==> config.mk <==
export PLATFORM = sky130hd
export DESIGN_NAME = rram_top
export DESIGN_NICKNAME = d
export VERILOG_FILES = /design/src/verilog/rram_cfg_pkg.sv /design/src/verilog/rram_analog_pkg.sv /design/src/verilog/spi_cmd_port.sv /design/src/verilog/ecc_codec.sv /design/src/verilog/array_sequencer.sv /design/src/verilog/rram_top.sv
export SDC_FILE = /design/constraint.sdc
export NUM_CORES = 1
export LEC_CHECK = 0
export ABC_AREA = 1
export BUFFER_PORTS_ARGS = -buffer_cell sky130_fd_sc_hd__buf_2
export CAP_MARGIN = 20
export CORE_AREA = 2 2 197 122
export DETAILED_ROUTE_END_ITERATION = 16
export DIE_AREA = 0 0 199 124
export GPL_TIMING_DRIVEN = 0
export PLACE_DENSITY = 0.65
export REMOVE_ABC_BUFFERS = 1
export SLEW_MARGIN = 25
export SYNTH_ARGS = -nofsm -noshare
export SYNTH_HDL_FRONTEND = slang
export SYNTH_SLANG_ARGS = --single-unit
==> constraint.sdc <==
create_clock -name mclk -period 5.85 [get_ports mclk]
set_input_delay 0.2925 -clock mclk [delete_from_list [all_inputs] [get_ports mclk]]
set_output_delay 0.2925 -clock mclk [all_outputs]
set_load 0.005 [all_outputs]
==> src/verilog/rram_cfg_pkg.sv <==
// One 16-bit SECDED range only, and an SPI frame is an 8-bit opcode over a 24-bit payload
package rram_cfg_pkg;

  localparam int data_w  = 16;
  localparam int chk_w   = 6;
  localparam int word_w  = data_w + chk_w;
  localparam int addr_w  = 12;
  localparam int op_w    = 8;
  localparam int pay_w   = 24;
  localparam int frame_w = op_w + pay_w;

  // Bit positions inside an op_ctrl payload
  localparam int ctrl_start_bit = 0;
  localparam int ctrl_rd_bit    = 1;
  localparam int ctrl_ecc_bit   = 2;

  typedef enum logic [op_w-1:0] {
    op_nop     = 8'h00,
    op_wr_addr = 8'h01,
    op_wr_data = 8'h02,
    op_ctrl    = 8'h03
  } spi_op_e;

  // Operation request, go is a one-cycle strobe
  typedef struct packed {
    logic              go;
    logic              rd;
    logic              use_ecc;
    logic [addr_w-1:0] addr;
    logic [data_w-1:0] data;
  } rram_cmd_t;

  typedef struct packed {
    logic [data_w-1:0] data;
    logic              corrected;
    logic              uncorrectable;
  } rram_result_t;

endpackage

==> src/verilog/rram_analog_pkg.sv <==
// Field set matches the macro pins kept here, and the pads drive the same bundle under bypass
package rram_analog_pkg;

  import rram_cfg_pkg::*;

  // Controls into the macro
  typedef struct packed {
    logic [addr_w-1:0] rram_addr;
    logic [word_w-1:0] di;
    logic              we;
    logic              wl_en;
    logic              bl_en;
    logic              sl_en;
    logic              sa_en;
  } analog_ctrl_t;

  // Sense amplifier return
  typedef struct packed {
    logic [word_w-1:0] sa_do;
    logic              sa_rdy;
  } sense_t;

endpackage

==> src/verilog/spi_cmd_port.sv <==
`timescale 1ns/10ps
// SPI mode 0 slave sampled by mclk, so each sclk phase must last at least 4 mclk cycles
module spi_cmd_port import rram_cfg_pkg::*; (
  input  logic         mclk,
  input  logic         rst_n,
  input  logic         sclk,
  input  logic         sc,
  input  logic         mosi,
  input  logic         busy,
  input  rram_result_t result,
  output logic         miso,
  output rram_cmd_t    cmd
);

  localparam int cnt_w = $clog2(frame_w) + 1;
  localparam int pad_w = frame_w - data_w - 3;

  logic [2:0]         sclk_s;
  logic [2:0]         sc_s;
  logic [1:0]         mosi_s;
  logic               sclk_rise;
  logic               sclk_fall;
  logic               sc_fall;
  logic               sc_rise;
  logic [cnt_w-1:0]   bit_cnt;
  logic [frame_w-1:0] rx_shift;
  logic [frame_w-1:0] tx_shift;
  logic [frame_w-1:0] frame_q;
  logic               frame_vld;
  logic               start_q;
  spi_op_e            frame_op;
  logic [pay_w-1:0]   frame_pay;

  //////////////////////////////
  // Pin synchronizers
  //////////////////////////////

  always_ff @(posedge mclk or negedge rst_n) begin
    if (!rst_n) begin
      sclk_s <= '0;
      sc_s   <= '1;
      mosi_s <= '0;
    end else begin
      sclk_s <= {sclk_s[1:0], sclk};
      sc_s   <= {sc_s[1:0], sc};
      mosi_s <= {mosi_s[0], mosi};
    end
  end

  // Edges of the synchronized pins
  assign sclk_rise = sclk_s[1] & ~sclk_s[2] & ~sc_s[1];
  assign sclk_fall = ~sclk_s[1] & sclk_s[2] & ~sc_s[1];
  assign sc_fall   = ~sc_s[1] & sc_s[2];
  assign sc_rise   = sc_s[1] & ~sc_s[2];

  //////////////////////////////
  // Shifters
  //////////////////////////////

  always_ff @(posedge mclk or negedge rst_n) begin
    if (!rst_n) begin
      bit_cnt   <= '0;
      tx_shift  <= '0;
      frame_vld <= 1'b0;
    end else begin
      frame_vld <= sc_rise && (bit_cnt == cnt_w'(frame_w));
      if (sc_fall) begin
        bit_cnt  <= '0;
        // Status shadow, MSB leaves first
        tx_shift <= {busy, result.corrected, result.uncorrectable, {pad_w{1'b0}}, result.data};
      end else begin
        // Saturate so long frames never wrap back to a valid count
        if (sclk_rise && (bit_cnt != '1)) begin
          bit_cnt <= bit_cnt + 1'b1;
        end
        if (sclk_fall) begin
          tx_shift <= {tx_shift[frame_w-2:0], 1'b0};
        end
      end
    end
  end

  always_ff @(posedge mclk) begin
    if (sclk_rise) begin
      rx_shift <= {rx_shift[frame_w-2:0], mosi_s[1]};
    end
    if (sc_rise) begin
      frame_q <= rx_shift;
    end
  end

  assign miso = tx_shift[frame_w-1];

  //////////////////////////////
  // Frame decode
  //////////////////////////////

  assign frame_op  = spi_op_e'(frame_q[frame_w-1 -: op_w]);
  assign frame_pay = frame_q[pay_w-1:0];

  // Capture, decode and launch stages put go 3 mclk after the sc edge
  always_ff @(posedge mclk or negedge rst_n) begin
    if (!rst_n) begin
      cmd     <= '0;
      start_q <= 1'b0;
    end else begin
      start_q <= 1'b0;
      cmd.go  <= start_q;
      if (frame_vld) begin
        case (frame_op)
          op_wr_addr: cmd.addr <= frame_pay[addr_w-1:0];
          op_wr_data: cmd.data <= frame_pay[data_w-1:0];
          op_ctrl: begin
            cmd.rd      <= frame_pay[ctrl_rd_bit];
            cmd.use_ecc <= frame_pay[ctrl_ecc_bit];
            start_q     <= frame_pay[ctrl_start_bit];
          end
          // Status-only frame
          default: ;
        endcase
      end
    end
  end

endmodule

==> src/verilog/ecc_codec.sv <==
`timescale 1ns/10ps
// SECDED over 16 bits corrects one error and only flags two, and bit 21 is the overall parity
module ecc_codec import rram_cfg_pkg::*; (
  input  logic              mclk,
  input  logic              rst_n,
  input  rram_cmd_t         cmd_in,
  input  logic [word_w-1:0] raw_word,
  input  logic              raw_valid,
  output rram_cmd_t         cmd_out,
  output logic [word_w-1:0] enc_word,
  output rram_result_t      result
);

  localparam int ham_w = chk_w - 1;

  // Hamming position of a data bit, skipping the power-of-two check slots
  function automatic logic [ham_w-1:0] data_pos(input int idx);
    logic [ham_w-1:0] pos;
    pos = ham_w'(3);
    for (int i = 0; i < idx; i++) begin
      pos = pos + 1'b1;
      if ((pos & (pos - 1'b1)) == '0) begin
        pos = pos + 1'b1;
      end
    end
    return pos;
  endfunction

  function automatic logic [ham_w-1:0] ham_bits(input logic [data_w-1:0] d);
    logic [ham_w-1:0] h;
    h = '0;
    for (int i = 0; i < data_w; i++) begin
      if (d[i]) begin
        h = h ^ data_pos(i);
      end
    end
    return h;
  endfunction

  localparam logic [ham_w-1:0] last_pos = data_pos(data_w - 1);

  logic [ham_w-1:0]  enc_ham;
  logic              rd_ecc_q;
  logic [data_w-1:0] raw_data;
  logic [chk_w-1:0]  raw_chk;
  logic [ham_w-1:0]  syndrome;
  logic              parity_odd;
  logic [data_w-1:0] fixed_data;
  logic              single_err;
  logic              double_err;
  rram_result_t      result_nxt;

  // Write path
  assign enc_ham  = ham_bits(cmd_in.data);
  assign enc_word = cmd_in.use_ecc ? {^{enc_ham, cmd_in.data}, enc_ham, cmd_in.data}
                                   : {{chk_w{1'b0}}, cmd_in.data};
  assign cmd_out  = cmd_in;

  // Read path syndrome
  assign raw_data   = raw_word[data_w-1:0];
  assign raw_chk    = raw_word[word_w-1:data_w];
  assign syndrome   = ham_bits(raw_data) ^ raw_chk[ham_w-1:0];
  assign parity_odd = ^raw_word;

  // Odd parity with a syndrome past the last slot is a wider error
  assign single_err = parity_odd && (syndrome <= last_pos);
  assign double_err = (!parity_odd && (syndrome != '0)) || (parity_odd && (syndrome > last_pos));

  always_comb begin
    fixed_data = raw_data;
    for (int i = 0; i < data_w; i++) begin
      if (syndrome == data_pos(i)) begin
        fixed_data[i] = ~raw_data[i];
      end
    end
  end

  always_comb begin
    result_nxt.data          = raw_data;
    result_nxt.corrected     = 1'b0;
    result_nxt.uncorrectable = 1'b0;
    if (rd_ecc_q) begin
      result_nxt.data          = single_err ? fixed_data : raw_data;
      result_nxt.corrected     = single_err;
      result_nxt.uncorrectable = double_err;
    end
  end

  always_ff @(posedge mclk or negedge rst_n) begin
    if (!rst_n) begin
      rd_ecc_q <= 1'b0;
      result   <= '0;
    end else begin
      if (cmd_in.go) begin
        rd_ecc_q <= cmd_in.use_ecc;
      end
      if (raw_valid) begin
        result <= result_nxt;
      end
    end
  end

endmodule

==> src/verilog/array_sequencer.sv <==
`timescale 1ns/10ps
// setup_cyc and pulse_cyc must be at least 1, and read latency is set by the macro through sa_rdy
module array_sequencer
  import rram_cfg_pkg::*;
  import rram_analog_pkg::*;
#(
  parameter int unsigned setup_cyc = 4,
  parameter int unsigned pulse_cyc = 3
) (
  input  logic              mclk,
  input  logic              rst_n,
  input  rram_cmd_t         cmd,
  input  logic [word_w-1:0] enc_word,
  input  sense_t            sense,
  input  logic              byp,
  input  analog_ctrl_t      pad_ctrl,
  output analog_ctrl_t      ana,
  output logic [word_w-1:0] raw_word,
  output logic              raw_valid,
  output logic              busy,
  output logic              heartbeat
);

  localparam int unsigned max_cyc = (setup_cyc > pulse_cyc) ? setup_cyc : pulse_cyc;
  localparam int cnt_w = (max_cyc > 1) ? $clog2(max_cyc) : 1;

  typedef enum logic [2:0] {
    st_idle,
    st_setup,
    st_pulse,
    st_sense,
    st_capture
  } seq_state_e;

  seq_state_e        state;
  logic [cnt_w-1:0]  cnt;
  logic              rd_q;
  logic              idle_like;
  logic [addr_w-1:0] addr_q;
  logic [word_w-1:0] word_q;
  logic [word_w-1:0] raw_q;
  analog_ctrl_t      seq_ctrl;

  // Capture cycle is not busy and takes a new go like idle
  assign idle_like = (state == st_idle) || (state == st_capture);

  //////////////////////////////
  // Operation FSM
  //////////////////////////////

  always_ff @(posedge mclk or negedge rst_n) begin
    if (!rst_n) begin
      state <= st_idle;
      cnt   <= '0;
      rd_q  <= 1'b0;
    end else begin
      case (state)
        st_idle, st_capture: begin
          state <= st_idle;
          if (cmd.go) begin
            state <= st_setup;
            cnt   <= cnt_w'(setup_cyc - 1);
            rd_q  <= cmd.rd;
          end
        end
        st_setup: begin
          if (cnt == '0) begin
            if (rd_q) begin
              state <= st_sense;
            end else begin
              state <= st_pulse;
              cnt   <= cnt_w'(pulse_cyc - 1);
            end
          end else begin
            cnt <= cnt - 1'b1;
          end
        end
        st_pulse: begin
          if (cnt == '0) begin
            state <= st_idle;
          end else begin
            cnt <= cnt - 1'b1;
          end
        end
        // Held open until the macro answers
        st_sense: begin
          if (sense.sa_rdy) begin
            state <= st_capture;
          end
        end
        default: state <= st_idle;
      endcase
    end
  end

  always_ff @(posedge mclk) begin
    if (idle_like && cmd.go) begin
      addr_q <= cmd.addr;
      word_q <= enc_word;
    end
    if ((state == st_sense) && sense.sa_rdy) begin
      raw_q <= sense.sa_do;
    end
  end

  always_ff @(posedge mclk or negedge rst_n) begin
    if (!rst_n) begin
      heartbeat <= 1'b0;
    end else begin
      heartbeat <= ~heartbeat;
    end
  end

  //////////////////////////////
  // Macro controls
  //////////////////////////////

  // Live command values while idle so address and data appear in the go cycle
  always_comb begin
    seq_ctrl.rram_addr = idle_like ? cmd.addr : addr_q;
    seq_ctrl.di        = idle_like ? enc_word : word_q;
    seq_ctrl.we        = (state == st_pulse);
    seq_ctrl.wl_en     = (state == st_pulse) || (state == st_sense);
    seq_ctrl.bl_en     = (state == st_pulse);
    seq_ctrl.sl_en     = (state == st_sense);
    seq_ctrl.sa_en     = (state == st_sense);
  end

  assign ana       = byp ? pad_ctrl : seq_ctrl;
  assign busy      = !idle_like;
  assign raw_valid = (state == st_capture);
  assign raw_word  = raw_q;

endmodule

==> src/verilog/rram_top.sv <==
`timescale 1ns/10ps
// mclk is a free-running input and must run at least 8 times faster than sclk
module rram_top
  import rram_cfg_pkg::*;
  import rram_analog_pkg::*;
#(
  parameter int unsigned setup_cyc = 4,
  parameter int unsigned pulse_cyc = 3
) (
  input  logic         mclk,
  input  logic         rst_n,
  input  logic         sclk,
  input  logic         sc,
  input  logic         mosi,
  input  sense_t       sense,
  input  logic         byp,
  input  analog_ctrl_t pad_ctrl,
  output logic         miso,
  output analog_ctrl_t ana,
  output logic         rram_busy,
  output logic         heartbeat
);

  rram_cmd_t         spi_cmd;
  rram_cmd_t         seq_cmd;
  logic [word_w-1:0] enc_word;
  logic [word_w-1:0] raw_word;
  logic              raw_valid;
  rram_result_t      result;

  spi_cmd_port spi_cmd_port_inst (
    .mclk   (mclk),
    .rst_n  (rst_n),
    .sclk   (sclk),
    .sc     (sc),
    .mosi   (mosi),
    .busy   (rram_busy),
    .result (result),
    .miso   (miso),
    .cmd    (spi_cmd)
  );

  ecc_codec ecc_codec_inst (
    .mclk      (mclk),
    .rst_n     (rst_n),
    .cmd_in    (spi_cmd),
    .raw_word  (raw_word),
    .raw_valid (raw_valid),
    .cmd_out   (seq_cmd),
    .enc_word  (enc_word),
    .result    (result)
  );

  array_sequencer #(
    .setup_cyc (setup_cyc),
    .pulse_cyc (pulse_cyc)
  ) array_sequencer_inst (
    .mclk      (mclk),
    .rst_n     (rst_n),
    .cmd       (seq_cmd),
    .enc_word  (enc_word),
    .sense     (sense),
    .byp       (byp),
    .pad_ctrl  (pad_ctrl),
    .ana       (ana),
    .raw_word  (raw_word),
    .raw_valid (raw_valid),
    .busy      (rram_busy),
    .heartbeat (heartbeat)
  );

endmodule

[Word level (Yosys, flattened, before mapping)]
Index checks and enable logic that the tools add are counted.
Word-level totals
  register bits after elaboration: 225
  input bits: 68
  word-level logic and storage cells: 1716
Operators by class
  add/sub/neg operators: 632
  order comparisons: 2
  equal/unequal tests: 31
  multiplexer cells: 521
  bitwise operators: 268
  reduce and logical (&&, ||, !) cells: 237
Operators with widths (count)
  $mux 5: 480
  $add 5x1->5 const B: 420
  $and 5x5->5: 210
  $logic_not 5->1: 210
  $sub 5x1->5 const B: 210
  $xor 5x5->5: 29
  $mux 32: 2
  $mux 22: 2
  $mux 39: 1
  $eq 5x4->1 const B: 7
  $eq 5x5->1 const B: 5
  $reduce_xor 22->1: 1
  $not 1->1: 21
  $reduce_xor 21->1: 1
  $mux 1: 20
  $mux 18: 1
  $eq 8x2->1 const B: 2
  $mux 16: 1
  $eq 5x3->1 const B: 3
  $mux 12: 1
  $mux 2: 6
  $mux 6: 2
  $pmux 3 s4: 1
  $xor 2x5->5: 2
  other kinds (29): 53

[Depth between registers and ports, before layout]
  word-level depth: 92
  gate-level depth with buffers: 21

[Cells and area by module]
From an unflattened synthesis, not the netlist that was laid out.
Second synthesis, totals
  cells, all modules: 1201
  area, all modules: 10611.4 um^2
Modules (own cells, without submodules)
  spi_cmd_port: times used 1, cells each 420, area an instance 4924.7 um^2
  ecc_codec: times used 1, cells each 506, area an instance 2866.5 um^2
  array_sequencer: times used 1, cells each 275, area an instance 2820.2 um^2

[Least setup slack after synthesis]
OpenSTA, ideal clock, no wires.
  path type: reg2reg
  from: register spi_cmd_port_inst.sclk_s[2]
  to: register spi_cmd_port_inst.bit_cnt[5]
  arrival: 3.947 ns
  path slack: 1.780 ns
  stages on the path, launching flop included: 7
  cells stage by stage: dfrtp_1 nor3_1 o21ai_1 nor3_1 nand2_1 o21ai_0 a21oi_1
On the way
  longest elaborated chain between the ends: 5
RTL lines
  start, declared: RTL line spi_cmd_port.sv:18  | logic [2:0] sclk_s;
  start signal, assigned: RTL line spi_cmd_port.sv:44  | sclk_s <= {sclk_s[1:0], sclk};
  $not 1->1: RTL line spi_cmd_port.sv:51  | assign sclk_rise = sclk_s[1] & ~sclk_s[2] & ~sc_s[1];
  $and 1x1->1 (2 in series): RTL line spi_cmd_port.sv:51
  net spi_cmd_port_inst.sclk_rise: RTL line spi_cmd_port.sv:21  | logic sclk_rise;
  $logic_and 1x1->1: RTL line spi_cmd_port.sv:73  | if (sclk_rise && (bit_cnt != '1)) begin
  $reduce_bool 2->1 (no line)
  end signal, assigned: RTL line spi_cmd_port.sv:74  | bit_cnt <= bit_cnt + 1'b1;
  end, declared: RTL line spi_cmd_port.sv:25  | logic [cnt_w-1:0] bit_cnt;
The timed path passes the listed nets, and every way through them passes these cells.
A chain may end at the register's enable or synchronous reset.

==> impl_metrics.json <==
{
  "grt_usage_pct": 19.9,
  "cp_cell_sequence": "nor2_4, buf_12, clkinv_1, nor2_1, o21ai_0, buf_2",
  "cts_tree": "built",
  "skew_ns": 0.0211,
  "stdcell_count": 1686,
  "endpoint": "ana[22]",
  "die_w_um": 199,
  "fin_crit_ns": 3.16,
  "cp-end-kind": "output pin",
  "cts_setup_buffers": 0,
  "cp-start-kind": "flip-flop",
  "ios": 110,
  "timing.fmax_ghz": 0.316,
  "p_total_mw": 3.44,
  "insertion_delay_ns": 0.51,
  "rsz0062_at_grt": "false",
  "p_leak_nw": 5.69,
  "globalplace.congestion": 0.892,
  "hp-class": "in -> reg",
  "finalSetupTns_ns": 0,
  "criticalPathCategory": "reg -> out",
  "slew_headroom_pct": 34.8,
  "numCtsBuffers": 21,
  "synth-main-ff-cell": "edfxtp_1",
  "clk_pin_slew_ns": 0.06,
  "ant_nets": 0,
  "grt_max_degree": 74,
  "crit_arrival_ns": 2.87,
  "routed_via_density": 5.01,
  "finalWirelength_mm": 24.5,
  "dieHeight_um": 124,
  "syn_inst": 1233,
  "placementRows": 43,
  "critPathRequiredTime_ns": 5.56,
  "fin_nets": 1426,
  "drcViolationCount": 0,
  "reg2reg_slack_ns": 3.20,
  "htree_levels": 1,
  "post_cts_resized": 0,
  "power_density_nw_per_um2": 276,
  "status": "finished, final reports clean",
  "antenna_found_initial": 1,
  "r2r_end": "spi_cmd_port_inst.tx_shift[3]",
  "cts_root_buffer": "clkbuf_16",
  "dp_cells": 1620,
  "synth-edff-count": 112,
  "area_delta_synth_final_pct": 18.0,
  "synth_area_per_cell_um2": 8.56,
  "clock_sinks": 217,
  "drt_iter0_drc": 807,
  "grt_pass1_wl_mm": 38.4,
  "period_share_pct": 54.0,
  "place_area_um2": 11400,
  "worst_hold_slack_ns": 0.100,
  "clockBufferDepth": 3,
  "maxCapViolations": 0,
  "place_ws_ns": 2.90,
  "layout_setup_ws_ns": 2.69,
  "vias": 8449,
  "ys_ff_latch": 217,
  "overflow": 0,
  "netlist_area_um2": 10600,
  "final_layout_size_suffix_gt1_share_pct": 14.8,
  "final_cell_area_um2": 12500,
  "ys_seq_area_share_pct": 56.8,
  "r2r_start": "spi_cmd_port_inst.sc_s[1]",
  "yosysWarnings": 0,
  "slew_violations": 0,
  "die_area_um2": 24700,
  "ir_worst_vdd_mv": 0.206,
  "grt_pass1_vias": 7247,
  "wl_per_cell_um": 14.5,
  "critical_path.startpoint": "array_sequencer_inst.state[0]",
  "setup_violations": 0,
  "r2r_cells": 7,
  "final_core_util_pct": 54.7,
  "synthArstFlopShare_pct": 48.4,
  "drt_pass1_iterations": 6,
  "start_util_pct": 46.4,
  "portBuffers": 109,
  "tightestPinTransition_ns": 0.972,
  "slowest_delay_ns": 0.79,
  "synth.distinct_cells": 42,
  "cts_hold_buf": 26,
  "core_um2": 22800,
  "cp_max_fo": 35,
  "cp_slowest_cell": "clkinv_1",
  "hold_viol_final": 0,
  "dpl.hpwl_mm": 17.3
}
[cells in the mapped netlist (6+ instances only)]
cell type  instances  share of area (%)
o21ai_0           74                3.5
nor3_1             8               0.38
o211ai_1          15                1.1
buf_2              9               0.43
nand3_1           78                3.7
o31ai_1            6               0.43
nand4_1            8               0.47
xnor2_1           12                1.0
clkbuf_1          31                1.1
nor2_1            78                2.8
inv_2             12               0.43
edfxtp_1         112                 32
a21oi_1           65                3.1
nand2_2           12               0.71
dfrtp_1          102                 24
inv_1            115                4.1
xor2_1             8               0.66
nand2_1          440                 16
[logic make-up after synthesis]
kind of cell | count (synthesis) | synth area share, %
DFF | 217 | 56.8
adders and majority gates | 4 | 0.474
buffers and inverters | 177 | 6.70
muxes | 4 | 0.427
AOI/OAI and AO/OA | 169 | 8.64
xor gates and xnor gates | 20 | 1.66
and+or+nand+nor | 642 | 25.3
[worst min path at each step]
stage | slack [ns] | depth (start not counted) | start | end
global placement | 0.33 | 0 | spi_cmd_port_inst.sclk_s[0] | spi_cmd_port_inst.sclk_s[1]
detailed placement | 0.21 | 1 | rst_n | spi_cmd_port_inst.cmd[5]
CTS | 0.08 | 3 | sense[0] | array_sequencer_inst.state[2]
finish | 0.10 | 3 | sense[0] | array_sequencer_inst.state[2]
floorplan | -0.003 | 0 | rst_n | array_sequencer_inst.cnt[0]
global route | 0.12 | 3 | sense[0] | array_sequencer_inst.state[2]
[layout by cell type, fill, tap and decap left out, types with 4 or more instances in the layout]
master and n:
nand2_2 12, o31ai_1 6, xnor2_1 12, nand2_1 440, clkbuf_16 23, nor2_1 75, clkbuf_1 4, buf_2 111
nor3_1 7, o211ai_1 15, a21oi_1 65, bufinv_16 4, nand3_1 78, inv_1 110, xor2_1 8, ha_1 4
clkinv_1 5, mux2_2 4, edfxtp_1 112, nand4_1 8, inv_2 16, dfrtp_1 102, dlygate4sd3_1 26, o21ai_0 74
[state kept, by name, summed over array words and instances (netlist names)]
register                        flops
ecc_codec_inst.rd_ecc_q             1
spi_cmd_port_inst.frame_vld         1
spi_cmd_port_inst.sclk_s            3
array_sequencer_inst.state          3
spi_cmd_port_inst.tx_shift         32
spi_cmd_port_inst.mosi_s            2
array_sequencer_inst.cnt            2
array_sequencer_inst.addr_q        12
array_sequencer_inst.rd_q           1
spi_cmd_port_inst.bit_cnt           6
ecc_codec_inst.result              18
spi_cmd_port_inst.cmd              31
array_sequencer_inst.heartbeat      1
array_sequencer_inst.raw_word      22
spi_cmd_port_inst.sc_s              3
spi_cmd_port_inst.rx_shift         32
array_sequencer_inst.word_q        22
spi_cmd_port_inst.frame_q          24
spi_cmd_port_inst.start_q           1
[metal layers]
| layer | GRT usage (%) | wire [um] |
|---|---|---|
| met1 | 33.4 | 13300 |
| met2 | 26.2 | 9400 |
| met3 | 3.25 | 1480 |
| met4 | 3.87 | 280 |
| met5 | 0 | 0 |
[area by class of cell]
class / instances / area, um2
Multi-Input combinational cell: 839 / 3880
Fill cell: 2064 / 10300
Inverter: 131 / 494
Sequential cell: 217 / 5990
Clock buffer: 28 / 604
Clock inverter: 10 / 156
Antenna cell: 2 / 5.00
Tap cell: 315 / 394
Timing Repair Buffer: 144 / 925
[worst max-delay path: cells and delay by family (launching register included)]
kind            cells  cell delay, ns
simple gates        2            0.66
compound gates      1            0.11
buf+inv             3            1.16
flops               1            0.43
[power breakdown]
group | internal (mW) | leakage [nW] | switching (mW)
registers | 1.66 | 2.38 | 0.0204
clock network | 0.907 | 0.374 | 0.571
logic | 0.112 | 2.93 | 0.173
total | 2.67 | 5.69 | 0.764
Power figures use the tool's default switching activity.
